## src/hdl/rom_pkg.sv

```systemverilog
/*
 * ROM subsystem package
 * Download region map, SDRAM and client widths, and the structs
 * shared by the loader, the read slots and the bank arbiter
 */
`default_nettype none

package rom_pkg;

    // SDRAM bank port
    localparam int addr_w = 22;
    localparam int data_w = 16;

    // ioctl download port, byte addressed
    localparam int ioctl_aw = 25;

    // Download layout in bytes: main ROM, then sound, then graphics
    localparam logic [ioctl_aw-1:0] snd_start = 25'h004_0000;
    localparam logic [ioctl_aw-1:0] gfx_start = 25'h006_0000;
    localparam logic [ioctl_aw-1:0] rom_end   = 25'h046_0000;

    // Bank 1 layout in words, sound sits at word 0
    localparam logic [addr_w-1:0] gfx_base = 22'h01_0000;

    // Client address widths
    localparam int snd_aw = 19;  // bytes
    localparam int gfx_aw = 20;  // 32-bit words

    // One SDRAM programming write
    typedef struct packed {
        logic [addr_w-1:0] addr;
        logic [data_w-1:0] data;
        logic [1:0]        mask;  // active low byte enable
        logic [1:0]        ba;
    } prog_word_t;

    // Read request from a slot to the bank arbiter
    typedef struct packed {
        logic              rd;
        logic [addr_w-1:0] addr;
    } bank_req_t;

endpackage

`default_nettype wire

```

## src/hdl/rom_bank_arbiter.sv

```systemverilog
/*
 * Bank 1 read arbiter
 * Round-robin ownership of the read-only bank between two slots;
 * no new grant is given while a download is running
 */
`default_nettype none

module rom_bank_arbiter (
    input  wire logic                         clk,
    input  wire logic                         arst_n,
    input  wire logic                         downloading,
    input  wire rom_pkg::bank_req_t           req_a,
    input  wire rom_pkg::bank_req_t           req_b,
    output logic                              ack_a,
    output logic                              ack_b,
    output logic                              rdy_a,
    output logic                              rdy_b,
    output logic [rom_pkg::addr_w-1:0]        ba_addr,
    output logic                              ba_rd,
    input  wire logic                         ba_ack,
    input  wire logic                         ba_rdy
);
    import rom_pkg::*;

    typedef enum logic {
        st_idle,
        st_busy
    } arb_state_t;

    arb_state_t state;
    logic       owner;      // 0 for slot a, 1 for slot b
    logic       last;       // slot served most recently
    logic       next_owner;
    bank_req_t  cur;

    // Round-robin pick, only one requester wins outright
    always_comb begin
        if (req_a.rd && req_b.rd) begin
            next_owner = ~last;
        end else begin
            next_owner = req_b.rd;
        end
    end

    assign cur = owner ? req_b : req_a;

    // Bank port follows the owner while busy
    assign ba_addr = cur.addr;
    assign ba_rd   = (state == st_busy) & cur.rd;

    // Bank replies go back to the owner only
    assign ack_a = (state == st_busy) & ~owner & ba_ack;
    assign ack_b = (state == st_busy) & owner & ba_ack;
    assign rdy_a = (state == st_busy) & ~owner & ba_rdy;
    assign rdy_b = (state == st_busy) & owner & ba_rdy;

    always_ff @(posedge clk or negedge arst_n) begin
        if (!arst_n) begin
            state <= st_idle;
            owner <= 1'b0;
            last  <= 1'b1;
        end else begin
            case (state)
                st_idle: begin
                    if (!downloading && (req_a.rd || req_b.rd)) begin
                        owner <= next_owner;
                        state <= st_busy;
                    end
                end
                default: begin
                    // Release once the data has been delivered
                    if (ba_rdy) begin
                        last  <= owner;
                        state <= st_idle;
                    end
                end
            endcase
        end
    end

endmodule

`default_nettype wire

```

## src/hdl/rom_prog_loader.sv

```systemverilog
/*
 * ROM download packer
 * Maps each ioctl byte onto a bank and word address from the region
 * map and issues one masked SDRAM programming write per byte
 */
`default_nettype none

module rom_prog_loader (
    input  wire logic                      clk,
    input  wire logic                      arst_n,
    input  wire logic                      downloading,
    input  wire logic                      ioctl_wr,
    input  wire logic [rom_pkg::ioctl_aw-1:0] ioctl_addr,
    input  wire logic [7:0]                ioctl_data,
    output rom_pkg::prog_word_t            prog,
    output logic                           prog_we,
    output logic                           dwnld_busy
);
    import rom_pkg::*;

    logic              in_rom;
    logic [1:0]        word_ba;
    logic [addr_w-1:0] word_addr;
    logic              byte_we;

    // Region decode
    always_comb begin
        in_rom    = 1'b1;
        word_ba   = 2'd1;
        word_addr = '0;
        if (ioctl_addr < snd_start) begin
            // Main ROM goes to bank 0 from word 0
            word_ba   = 2'd0;
            word_addr = addr_w'(ioctl_addr >> 1);
        end else if (ioctl_addr < gfx_start) begin
            word_addr = addr_w'((ioctl_addr - snd_start) >> 1);
        end else if (ioctl_addr < rom_end) begin
            word_addr = gfx_base + addr_w'((ioctl_addr - gfx_start) >> 1);
        end else begin
            // Past the ROM, nothing to write
            in_rom = 1'b0;
        end
    end

    assign byte_we = ioctl_wr & downloading & in_rom;

    // Strobe and busy flag
    always_ff @(posedge clk or negedge arst_n) begin
        if (!arst_n) begin
            prog_we    <= 1'b0;
            dwnld_busy <= 1'b0;
        end else begin
            prog_we    <= byte_we;
            dwnld_busy <= downloading;
        end
    end

    // Write payload, byte copied to both halves
    always_ff @(posedge clk) begin
        if (byte_we) begin
            prog.addr <= word_addr;
            prog.data <= {ioctl_data, ioctl_data};
            // Even byte enables the low half
            prog.mask <= {~ioctl_addr[0], ioctl_addr[0]};
            prog.ba   <= word_ba;
        end
    end

endmodule

`default_nettype wire

```

## src/hdl/rom_read_slot.sv

```systemverilog
/*
 * ROM read slot
 * Client cs/addr/data/ok port with a one-entry cache of a 32-bit word
 * pair; misses are fetched from bank 1 through the arbiter
 */
`default_nettype none

module rom_read_slot #(
    parameter type                           data_t    = logic [31:0],
    parameter int                             client_aw = 20,
    parameter logic [rom_pkg::addr_w-1:0]     base      = '0
) (
    input  wire logic                 clk,
    input  wire logic                 arst_n,
    input  wire logic                 flush,
    input  wire logic                 cs,
    input  wire logic [client_aw-1:0] addr,
    output data_t                     data,
    output logic                      ok,
    output rom_pkg::bank_req_t        req,
    input  wire logic                 ack,
    input  wire logic                 rdy,
    input  wire logic [31:0]          data_read
);
    import rom_pkg::*;

    localparam int dw      = $bits(data_t);
    localparam int byte_sh = $clog2(dw / 8);
    localparam int bw      = client_aw + byte_sh;

    typedef enum logic [1:0] {
        st_idle,
        st_req,
        st_wait
    } slot_state_t;

    slot_state_t       state;
    logic [bw-1:0]     byte_addr;
    logic [addr_w-1:0] pair_addr;
    logic              hit;
    logic              ok_q;
    logic              rd_q;
    logic [addr_w-1:0] req_addr;
    logic              cache_valid;
    logic [addr_w-1:0] cache_addr;
    logic [31:0]       cache_data;

    // Client address as bytes, then as an aligned pair of SDRAM words
    assign byte_addr = bw'(addr) << byte_sh;
    assign pair_addr = base + (addr_w'(byte_addr[bw-1:2]) << 1);
    assign hit       = cache_valid && (cache_addr == pair_addr);

    // Low address bits pick the byte; always zero for 32-bit clients
    assign data = data_t'(cache_data >> {byte_addr[1:0], 3'b000});
    assign ok   = ok_q & cs & hit;
    assign req  = '{rd: rd_q, addr: req_addr};

    always_ff @(posedge clk or negedge arst_n) begin
        if (!arst_n) begin
            state       <= st_idle;
            rd_q        <= 1'b0;
            ok_q        <= 1'b0;
            cache_valid <= 1'b0;
        end else begin
            ok_q <= cs & hit & ~flush;
            if (flush) begin
                cache_valid <= 1'b0;
            end
            case (state)
                st_idle: begin
                    if (cs && !hit) begin
                        rd_q  <= 1'b1;
                        state <= st_req;
                    end
                end
                st_req: begin
                    // Hold rd until the bank takes it
                    if (ack) begin
                        rd_q  <= 1'b0;
                        state <= st_wait;
                    end
                end
                default: begin
                    if (rdy) begin
                        // Data fetched before a download ends is stale
                        cache_valid <= ~flush;
                        ok_q        <= cs & ~flush;
                        state       <= st_idle;
                    end
                end
            endcase
        end
    end

    // Request address and cached words
    always_ff @(posedge clk) begin
        if (state == st_idle && cs && !hit) begin
            req_addr <= pair_addr;
        end
        if (state == st_wait && rdy) begin
            cache_addr <= req_addr;
            cache_data <= data_read;
        end
    end

endmodule

`default_nettype wire

```

## src/hdl/rom_subsys_top.sv

```systemverilog
/*
 * ROM subsystem top level
 * Download packer, sound and graphics read slots and the bank 1
 * arbiter wired together
 */
`default_nettype none

module rom_subsys_top (
    input  wire logic                         clk,
    input  wire logic                         arst_n,
    // ROM download
    input  wire logic                         downloading,
    input  wire logic [rom_pkg::ioctl_aw-1:0] ioctl_addr,
    input  wire logic [7:0]                   ioctl_data,
    input  wire logic                         ioctl_wr,
    output logic                              dwnld_busy,
    output logic [rom_pkg::addr_w-1:0]        prog_addr,
    output logic [rom_pkg::data_w-1:0]        prog_data,
    output logic [1:0]                        prog_mask,
    output logic [1:0]                        prog_ba,
    output logic                              prog_we,
    // Sound CPU ROM
    input  wire logic                         snd_cs,
    input  wire logic [rom_pkg::snd_aw-1:0]   snd_addr,
    output logic [7:0]                        snd_data,
    output logic                              snd_ok,
    // Graphics ROM
    input  wire logic                         gfx_cs,
    input  wire logic [rom_pkg::gfx_aw-1:0]   gfx_addr,
    output logic [31:0]                       gfx_data,
    output logic                              gfx_ok,
    // Bank 1, read only
    output logic [rom_pkg::addr_w-1:0]        ba1_addr,
    output logic                              ba1_rd,
    input  wire logic                         ba1_ack,
    input  wire logic                         ba1_rdy,
    input  wire logic [31:0]                  data_read
);
    import rom_pkg::*;

    prog_word_t prog;
    bank_req_t  snd_req, gfx_req;
    logic       snd_ack, snd_rdy, gfx_ack, gfx_rdy;

    rom_prog_loader u_loader (
        .clk(clk), .arst_n(arst_n), .downloading(downloading),
        .ioctl_wr(ioctl_wr), .ioctl_addr(ioctl_addr), .ioctl_data(ioctl_data),
        .prog(prog), .prog_we(prog_we), .dwnld_busy(dwnld_busy)
    );

    assign prog_addr = prog.addr;
    assign prog_data = prog.data;
    assign prog_mask = prog.mask;
    assign prog_ba   = prog.ba;

    // Sound bytes from bank 1 word 0
    rom_read_slot #(.data_t(logic [7:0]), .client_aw(snd_aw), .base('0)) u_snd_slot (
        .clk(clk), .arst_n(arst_n), .flush(downloading),
        .cs(snd_cs), .addr(snd_addr), .data(snd_data), .ok(snd_ok),
        .req(snd_req), .ack(snd_ack), .rdy(snd_rdy), .data_read(data_read)
    );

    rom_read_slot #(.data_t(logic [31:0]), .client_aw(gfx_aw), .base(gfx_base)) u_gfx_slot (
        .clk(clk), .arst_n(arst_n), .flush(downloading),
        .cs(gfx_cs), .addr(gfx_addr), .data(gfx_data), .ok(gfx_ok),
        .req(gfx_req), .ack(gfx_ack), .rdy(gfx_rdy), .data_read(data_read)
    );

    rom_bank_arbiter u_arbiter (
        .clk(clk), .arst_n(arst_n), .downloading(downloading),
        .req_a(snd_req), .req_b(gfx_req),
        .ack_a(snd_ack), .ack_b(gfx_ack), .rdy_a(snd_rdy), .rdy_b(gfx_rdy),
        .ba_addr(ba1_addr), .ba_rd(ba1_rd), .ba_ack(ba1_ack), .ba_rdy(ba1_rdy)
    );

endmodule

`default_nettype wire

```

## config.mk

```make
export PLATFORM = sky130hd
export DESIGN_NAME = rom_subsys_top
export DESIGN_NICKNAME = d
export VERILOG_FILES = /design/src/hdl/rom_pkg.sv /design/src/hdl/rom_bank_arbiter.sv /design/src/hdl/rom_prog_loader.sv /design/src/hdl/rom_read_slot.sv /design/src/hdl/rom_subsys_top.sv
export SDC_FILE = /design/constraint.sdc
export NUM_CORES = 1
export LEC_CHECK = 0
export BUFFER_PORTS_ARGS = -buffer_cell sky130_fd_sc_hd__buf_2
export CAP_MARGIN = 5
export CORE_ASPECT_RATIO = 1.5
export CORE_MARGIN = 2
export CORE_UTILIZATION = 30
export DETAILED_ROUTE_END_ITERATION = 8
export RECOVER_POWER = 50
export SYNTH_ARGS = -nofsm -noshare
export SYNTH_HDL_FRONTEND = slang
export SYNTH_HIERARCHICAL = 1
export SYNTH_SLANG_ARGS = --single-unit
export TNS_END_PERCENT = 1
```

## constraint.sdc

```tcl
create_clock -name clk -period 4.6 [get_ports clk]
set_clock_uncertainty 0.05 [all_clocks]
set_input_delay 0.23 -clock clk [delete_from_list [all_inputs] [get_ports clk]]
set_output_delay 0.23 -clock clk [all_outputs]
set_load 0.02 [all_outputs]
```

# Word level (Yosys, flattened, before mapping)
# Cells that the tools add are included.
# totals
reg_bits	199
inputBits	112
out_inout_bits	109
elab_cells	131
# op_classes
addsub	4
n_lt_le_gt_ge	3
n_eq_ne	10
n_shift	1
mux	36
n_bitwise	24
n_reduce_logical	30
# op_table
op	count
22-bit 2-to-1 mux	3
25-bit by 19-bit < comparator with 1-bit output, second input constant	2
23-bit by 19-bit subtractor with 23-bit output, second input constant	2
32-bit by 5-bit right shift with 8-bit output	1
25-bit by 23-bit < comparator with 1-bit output, second input constant	1
23-bit 2-to-1 mux	1
17-bit by 21-bit adder with 22-bit output, first input constant	1
17-bit by 22-bit adder with 22-bit output, first input constant	1
22-bit equality test	1
1-bit 2-to-1 mux	22
1-bit AND	19
17-bit equality test	1
1-bit logical AND	12
2-bit 2-to-1 mux	6
3-bit AND reduction	4
2-bit case mux with 2 select lines	2
3-bit nonzero test	2
1-bit inverter	5
2-bit by 1-bit equality test with 1-bit output, second input constant	2
2-bit equality test, second input constant	2
2-bit zero test	2
2-bit by 1-bit inequality test with 1-bit output, second input constant	2
2-bit inequality test, second input constant	2
1-bit case mux with 2 select lines	2
5 further kinds	10

# Depth between registers and ports, before layout
# Gate-level depths: netlist (run 1).
# depth
word_depth	7
mapped_depth	7
mapped_depth_nobuf	6

# Modules after synthesis
# Netlist (run 1), hierarchy kept.
# by_module_without_submodules
module	n_inst	cells_per_inst	area_per_inst_um2	seq_area_each_um2
rom_read_slot at u_gfx_slot	1	139	2831.5	2347.3
rom_read_slot at u_snd_slot	1	129	2631.3	2107.0
rom_prog_loader	1	113	1552.7	1041.0
rom_bank_arbiter	1	42	447.9	76.3

# Worst setup path before layout (run 1)
# Ideal clock, no wire load.
# synth_timing
path_kind	reg-to-reg
from	reg u_arbiter.owner
to	reg u_gfx_slot.cache_addr[10], enable pin
setup_time_ps	464
t_arrival_ps	3029
required_ps	4086
path_slack_ps	1057
path_stages_with_launch	5
synth_period_minus_slack_ps	3543
path_cell_list	dfrtp_1 > buf_2 > and3_2 > nand2_1 > nor2_1
# synth_via
elab_chain_cells	3
# synth_lines
element	line_no	rtl
start: declaration	rom_bank_arbiter.sv:31	logic owner;
start signal: assignment	rom_bank_arbiter.sv:66	owner <= next_owner;
1-bit AND (2 in series)	rom_bank_arbiter.sv:55	assign rdy_b = (state == st_busy) & owner & ba_rdy;
net gfx_rdy	rom_subsys_top.sv:43	logic snd_ack, snd_rdy, gfx_ack, gfx_rdy;
1-bit logical AND	rom_read_slot.sv:100	if (state == st_wait && rdy) begin
end signal: assignment	rom_read_slot.sv:101	cache_addr <= req_addr;
end: declaration	rom_read_slot.sv:45	logic [addr_w-1:0] cache_addr;
# The timed path passes the listed nets, and every way through them passes these cells.
# A chain may end at the register's enable or synchronous reset.

# Worst setup path in the final report (run 1)
# layout_timing
from	in gfx_addr[3] (netlist name)
to	out gfx_ok
# layout_via
elab_chain_cells	4
# layout_lines
element	line_no	rtl
start: declaration	rom_subsys_top.sv:29	input wire logic [rom_pkg::gfx_aw-1:0] gfx_addr,
17-bit by 21-bit adder with 22-bit output	rom_read_slot.sv:50	assign pair_addr = base + (addr_w'(byte_addr[bw-1:2]) << 1);
22-bit equality test	rom_read_slot.sv:51	assign hit = cache_valid && (cache_addr == pair_addr);
1-bit logical AND	rom_read_slot.sv:51	
1-bit AND	rom_read_slot.sv:55	assign ok = ok_q & cs & hit;
end: declaration	rom_subsys_top.sv:31	output logic gfx_ok,
# No other way between the ends.

==> reports/results.txt, run 1 <==
Routability Congestion: 0.822
clk root buf: clkbuf_16
Max Cap Viol: 0
first-pass GRT wire length: 26.7 mm
Seq. cell area: 0.00557 mm^2
initial drt markers: 187
fmax: 0.380 GHz
DIE AREA: 0.0262 mm^2
Final HPWL DP: 12.7 mm
Post-Syn Area: 0.00746 mm^2
CP Class: in2out
Synth Area in Compound Gates: 2.65%
pre-CTS setup slack: 1910 ps
Area Overhead vs Synth: 34.8%
fillers: 2328
# IOs: 221
num rows: 70
Final Non-Filler Cells: 1059
XOR/XNOR Fraction of Synth Area: 5.57%
total track usage: 13.6%
via count of the first global-routing pass: 4833
share of cells above drive strength 1: 20.0%
unrepaired setup endpoints after global routing: false
Die Wd: 133 um
leading cell types in the layout, fill and taps excluded: 173 x edfxtp_1, 135 x clkbuf_1, 82 x buf_2, 76 x dlygate4sd3_1, 24 x xor2_1
# setup viols final: 0
relative slew slack: 25.6%
PortBufs: 218
Cells after DPL: 950
met2 wire len: 8.93 mm
Post-Synth Adder-Cell Area: 0.838%
Starting Density: 30.5%
CP endpoint kind: output port
arrival time worst endpoint: 2350 ps
max-slew violation count: 0
main combinational cell family by area after synthesis: simple AND/OR/NAND/NOR gates
CP Data Required Time: 4320 ps
Final min period: 2630 ps
Vias: 4602
Setup TNS: 0 ps
VDD IR-drop max: 0.000274 V
Worst R2R Setup Slack: 2100 ps
Multi-input gate area: 0.00172 mm^2
Hold/Removal Path Class: in2reg
most common cell after layout, fill and taps aside: edfxtp_1
Top FF cell, synth: edfxtp_1
final global-route overflow total: 0
largest net degree at the start of global routing: 41
H-tree levels: 4
remaining antenna violation count: 0
DRC: 0
CTS tree: built
CP Max Fanout: 3
Syn Area/Cell: 17.6 um^2
Worst-Skew Late Latency: 430 ps
CTS hold repair buffers: 76
crit share post-route: 57.2%
drt first pass iters: 6
die height: 197 um
DRT Wirelength: 17.5 mm
FFs w/ async S/R, synth: 7.98%
drt wl/cell: 16.6 um
fin util: 41.2%
Synth Instances: 423
initial antenna violation count: 1
status: finished, final reports clean
Num CTS Buffers: 17
clk slew on worst S/H paths: 70 ps
top sig layer: met4
static leakage: 3.53 nW
Post-CTS Setup Inserts: 0
startpoint types: input pin
synth warn: 6
Vias/cell: 4.35
core area: 0.0244 mm^2
PwrDens: 423 mW/mm^2
CTS resizes: 0
worst slew pin tran: 1110 ps
post-synthesis sequential area ratio: 74.7%
worst setup margin: 1970 ps
simple-gate share of the synthesized area: 7.24%
number of distinct library cells after synthesis: 59
Nets: 838
Final Hold Fails: 0
M1 WL: 7.15 mm
number of synthesized flops with an enable pin: 173
CTS Buffer Depth: 2
Clock Sinks: 188
Seq cells post-synth: 188
DR WL met3: 1.20 mm
multiplexer area fraction after synthesis: 6.14%
## through the flow
step	power (mW)	cell area [um^2]	hold slack, ps
CTS	4.32	10200	8.88
detailed placement	2.77	8860	112
floorplan	2.53	7480	-116
finish	4.25	10100	25.9
global route	4.46	10100	9.28
global placement	2.76	8860	109
## metal layers
layer  track usage, %  up-vias
met5                0        -
met4             4.38        0
met3             4.44       21
met2             23.8      192
met1             15.8     2222
li1                 -     2167
## layout make-up
cell class                 instances  area share, %
inverter                           7          0.261
multi-input combinational        207           17.1
tap                              324           4.03
clock buffer                      17           4.23
clock inverter                    15           1.77
sequential                       188           55.4
timing repair buffer             300           17.2
antenna                            1         0.0249
## synth_stat cells, types with 5 or more instances
cell type	instances	area, um^2
o21ai_0	7	35.0
nand3_1	8	40.0
nand2_1	13	48.8
and2_1	17	106
mux2_2	5	56.3
nor2_1	12	45.0
inv_1	7	26.3
xor2_1	24	210
mux4_2	8	180
and3_1	6	37.5
buf_4	18	135
nor4_1	6	37.5
xnor2_1	18	158
dfrtp_1	14	350
edfxtp_1	173	5190
mux2_1	17	191
ha_1	5	62.6
## registers in the layout, indices dropped and copies added (netlist names), 2 cells and up
signal / cells
u_gfx_slot/state: 2
u_gfx_slot/cache_addr: 21
u_snd_slot/state: 2
u_snd_slot/req_addr: 17
u_snd_slot/cache_data: 32
u_snd_slot/cache_addr: 17
u_gfx_slot/req_addr: 21
u_loader/prog: 33
u_gfx_slot/data: 32
## report_power, final
group          leakage (nW)  switching (mW)  internal [mW]
combinational          1.53           0.398          0.286
sequential             1.71          0.0817           2.00
clock                 0.291           0.668          0.822
total                  3.53            1.15           3.10
## worst max-delay path, cell delays in order
cell           delay [ps]
dlygate4sd3_1         560
clkbuf_1              130
xor2_1                160
nor4_1                400
and3_1                290
and4_1                240
and3_1                180
buf_2                 160
## final timing paths
| check | depth (start not counted) | endpoint | startpoint |
|---|---|---|---|
| worst min register to register | 0 | u_gfx_slot/cache_addr[2] | u_gfx_slot/req_addr[2] |
| max in group asynchronous | 2 | u_gfx_slot/ok_q | arst_n |
| min in group asynchronous | 2 | u_loader/dwnld_busy | arst_n |
| worst max-delay path | 8 | gfx_ok | gfx_addr[3] |
| worst max register to register | 5 | u_gfx_slot/data[14] | u_arbiter/owner |
| worst min-delay path | 2 | u_loader/prog[24] | ioctl_addr[5] |
## cell families after synthesis
family          Yosys count
compound gates           27
fa+ha+maj                 5
mux                      33
flops                   188
simple gates             91
other cells               3
xor+xnor                 44
buf+inv                  32
No activity file was read; power rests on OpenSTA's default activity.
==> run 2: changes to the inputs <==
==> constraint.sdc (replaced) <==
create_clock -name clk -period 2.3 [get_ports clk]
set_clock_uncertainty 0.05 [all_clocks]
set_input_delay 0.115 -clock clk [delete_from_list [all_inputs] [get_ports clk]]
set_output_delay 0.115 -clock clk [all_outputs]
set_load 0.02 [all_outputs]
==> reports/results.txt, run 2 (synthesis results as in run 1) <==
Largest register FFs: 33
Max Cap Viol: 0
H-tree levels: 4
core area: 0.0244 mm^2
pre-CTS setup slack: 87.0 ps
CP endpoint kind: output port
total track usage: 14.0%
Final Hold Fails: 0
Setup TNS: 0 ps
Nets: 869
CP Class: reg2out
antenna diode count: 0
Hold/Removal Path Class: in2reg
crit share post-route: 99.1%
Biggest register: u_loader/prog
total power: 8.40 mW
Vias/cell: 4.31
worst slew pin tran: 1020 ps
die height: 197 um
PortBufs: 218
final global-route overflow total: 0
CTS Buffer Depth: 2
leading cell types in the layout, fill and taps excluded: 173 x edfxtp_1, 150 x buf_2, 99 x dlygate4sd3_1, 66 x clkbuf_1, 24 x xor2_1
DIE AREA: 0.0262 mm^2
DRT Wirelength: 18.0 mm
remaining antenna violation count: 0
Die Wd: 133 um
unrepaired setup endpoints after global routing: true
Area Overhead vs Synth: 40.7%
Routability Congestion: 0.815
slowest stage cell, crit path: edfxtp_1
initial antenna violation count: 0
DRC: 0
top flop regs: u_loader/prog (33), u_gfx_slot/data (32), u_snd_slot/cache_data (32)
clk slew on worst S/H paths: 70 ps
num rows: 70
worst setup margin: 19.9 ps
most common cell after layout, fill and taps aside: edfxtp_1
PwrDens: 800 mW/mm^2
Final HPWL DP: 12.9 mm
first-pass GRT wire length: 27.7 mm
CP Max Fanout: 2
Final min period: 2280 ps
share of cells above drive strength 1: 30.2%
VDD IR-drop max: 0.000507 V
largest net degree at the start of global routing: 50
Critical Path Max Stage Delay: 390 ps
Clock Sinks: 188
drt wl/cell: 16.5 um
arrival time worst endpoint: 2120 ps
Vias: 4694
Worst-Skew Late Latency: 430 ps
max-slew violation count: 0
# setup viols final: 0
fmax: 0.439 GHz
startpoint types: flop
CTS tree: built
relative slew slack: 31.9%
final hold slack: 38.0 ps
CP Cell Sequence: xnor2_1 -> nand4_1 -> nor4_4 -> and4_4 -> and3_4 -> buf_6
via count of the first global-routing pass: 5045
Starting Density: 30.5%
status: finished, final reports clean
initial drt markers: 138
# IOs: 221
CP Data Required Time: 2130 ps
static leakage: 3.83 nW
clk root buf: clkbuf_16
Num CTS Buffers: 17
drt first pass iters: 4
run 2: cell types whose count changed in the layout (fill, tap and decap cells not counted), moves of 4 or more:
| cell | delta |
|---|---|
| buf_12 | +4 |
| buf_2 | +68 |
| buf_4 | +5 |
| clkbuf_1 | -69 |
| dlygate4sd3_1 | +23 |
| nor4_1 | -4 |
| nor4_2 | +4 |
run 2: what timing repair did:
item / 4_1_cts / 5_1_grt
resized for setup: 10 / 2
hold endpoints to repair: 149 / 0
gates cloned: 0 / 0
buffers inserted: 4 / 0
pin swaps: 5 / 2
endpoints found under the setup margin: 2 / 2
hold buffers: 99 / 0
run 2: per-stage QoR:
step                      instances  instance area (um^2)  utilization [%]
after CTS                      1089                 10600             43.3
final                          1089                 10500             43.0
after global routing           1089                 10500             43.0
after global placement          954                  8950             36.6
after floorplan                 427                  7490                -
after detailed placement        954                  8950             36.6
run 2: worst max-delay path: cells and delay by family, from the launching register on:
family | cells | cell delay (ps)
xor gates and xnor gates | 1 | 160
buffers and inverters | 1 | 110
DFF | 1 | 390
and+or+nand+nor | 4 | 1030
run 2: power breakdown:
group          switching (mW)  internal, mW
sequential              0.151          4.00
combinational           0.845         0.654
clock                    1.33          1.43
run 2: area by class of cell:
type,instances,area [um^2]
timing repair buffer,331,2160
tap,324,405
inverter,7,26.3
multi-input combinational,207,1780
clock inverter,15,133
sequential,188,5570
fill,2226,13900
clock buffer,17,425
run 2: routing by layer:
layer  up-vias  GRT usage, %  part of all wire [%]
met5         -             0                     0
met4         0          4.94                   1.5
met3        16          4.39                   6.4
met2       181          25.2                    53
met1      2263          15.6                    39
li1       2234             -                     -
run 2: worst paths after layout:
kind                                                from                   endpoint  slack (ps)  cells after the start
worst max-delay path            u_gfx_slot/cache_addr[6]                     gfx_ok          20                      6
worst min-delay path                        gfx_addr[17]    u_gfx_slot/req_addr[18]          40                      2
worst max register to register  u_snd_slot/cache_addr[5]     u_snd_slot/req_addr[7]         130                      6
worst min register to register   u_gfx_slot/req_addr[16]  u_gfx_slot/cache_addr[16]         400                      0
max in group asynchronous                         arst_n            u_gfx_slot/ok_q        1400                      2
min in group asynchronous                         arst_n           u_loader/prog_we         250                      2
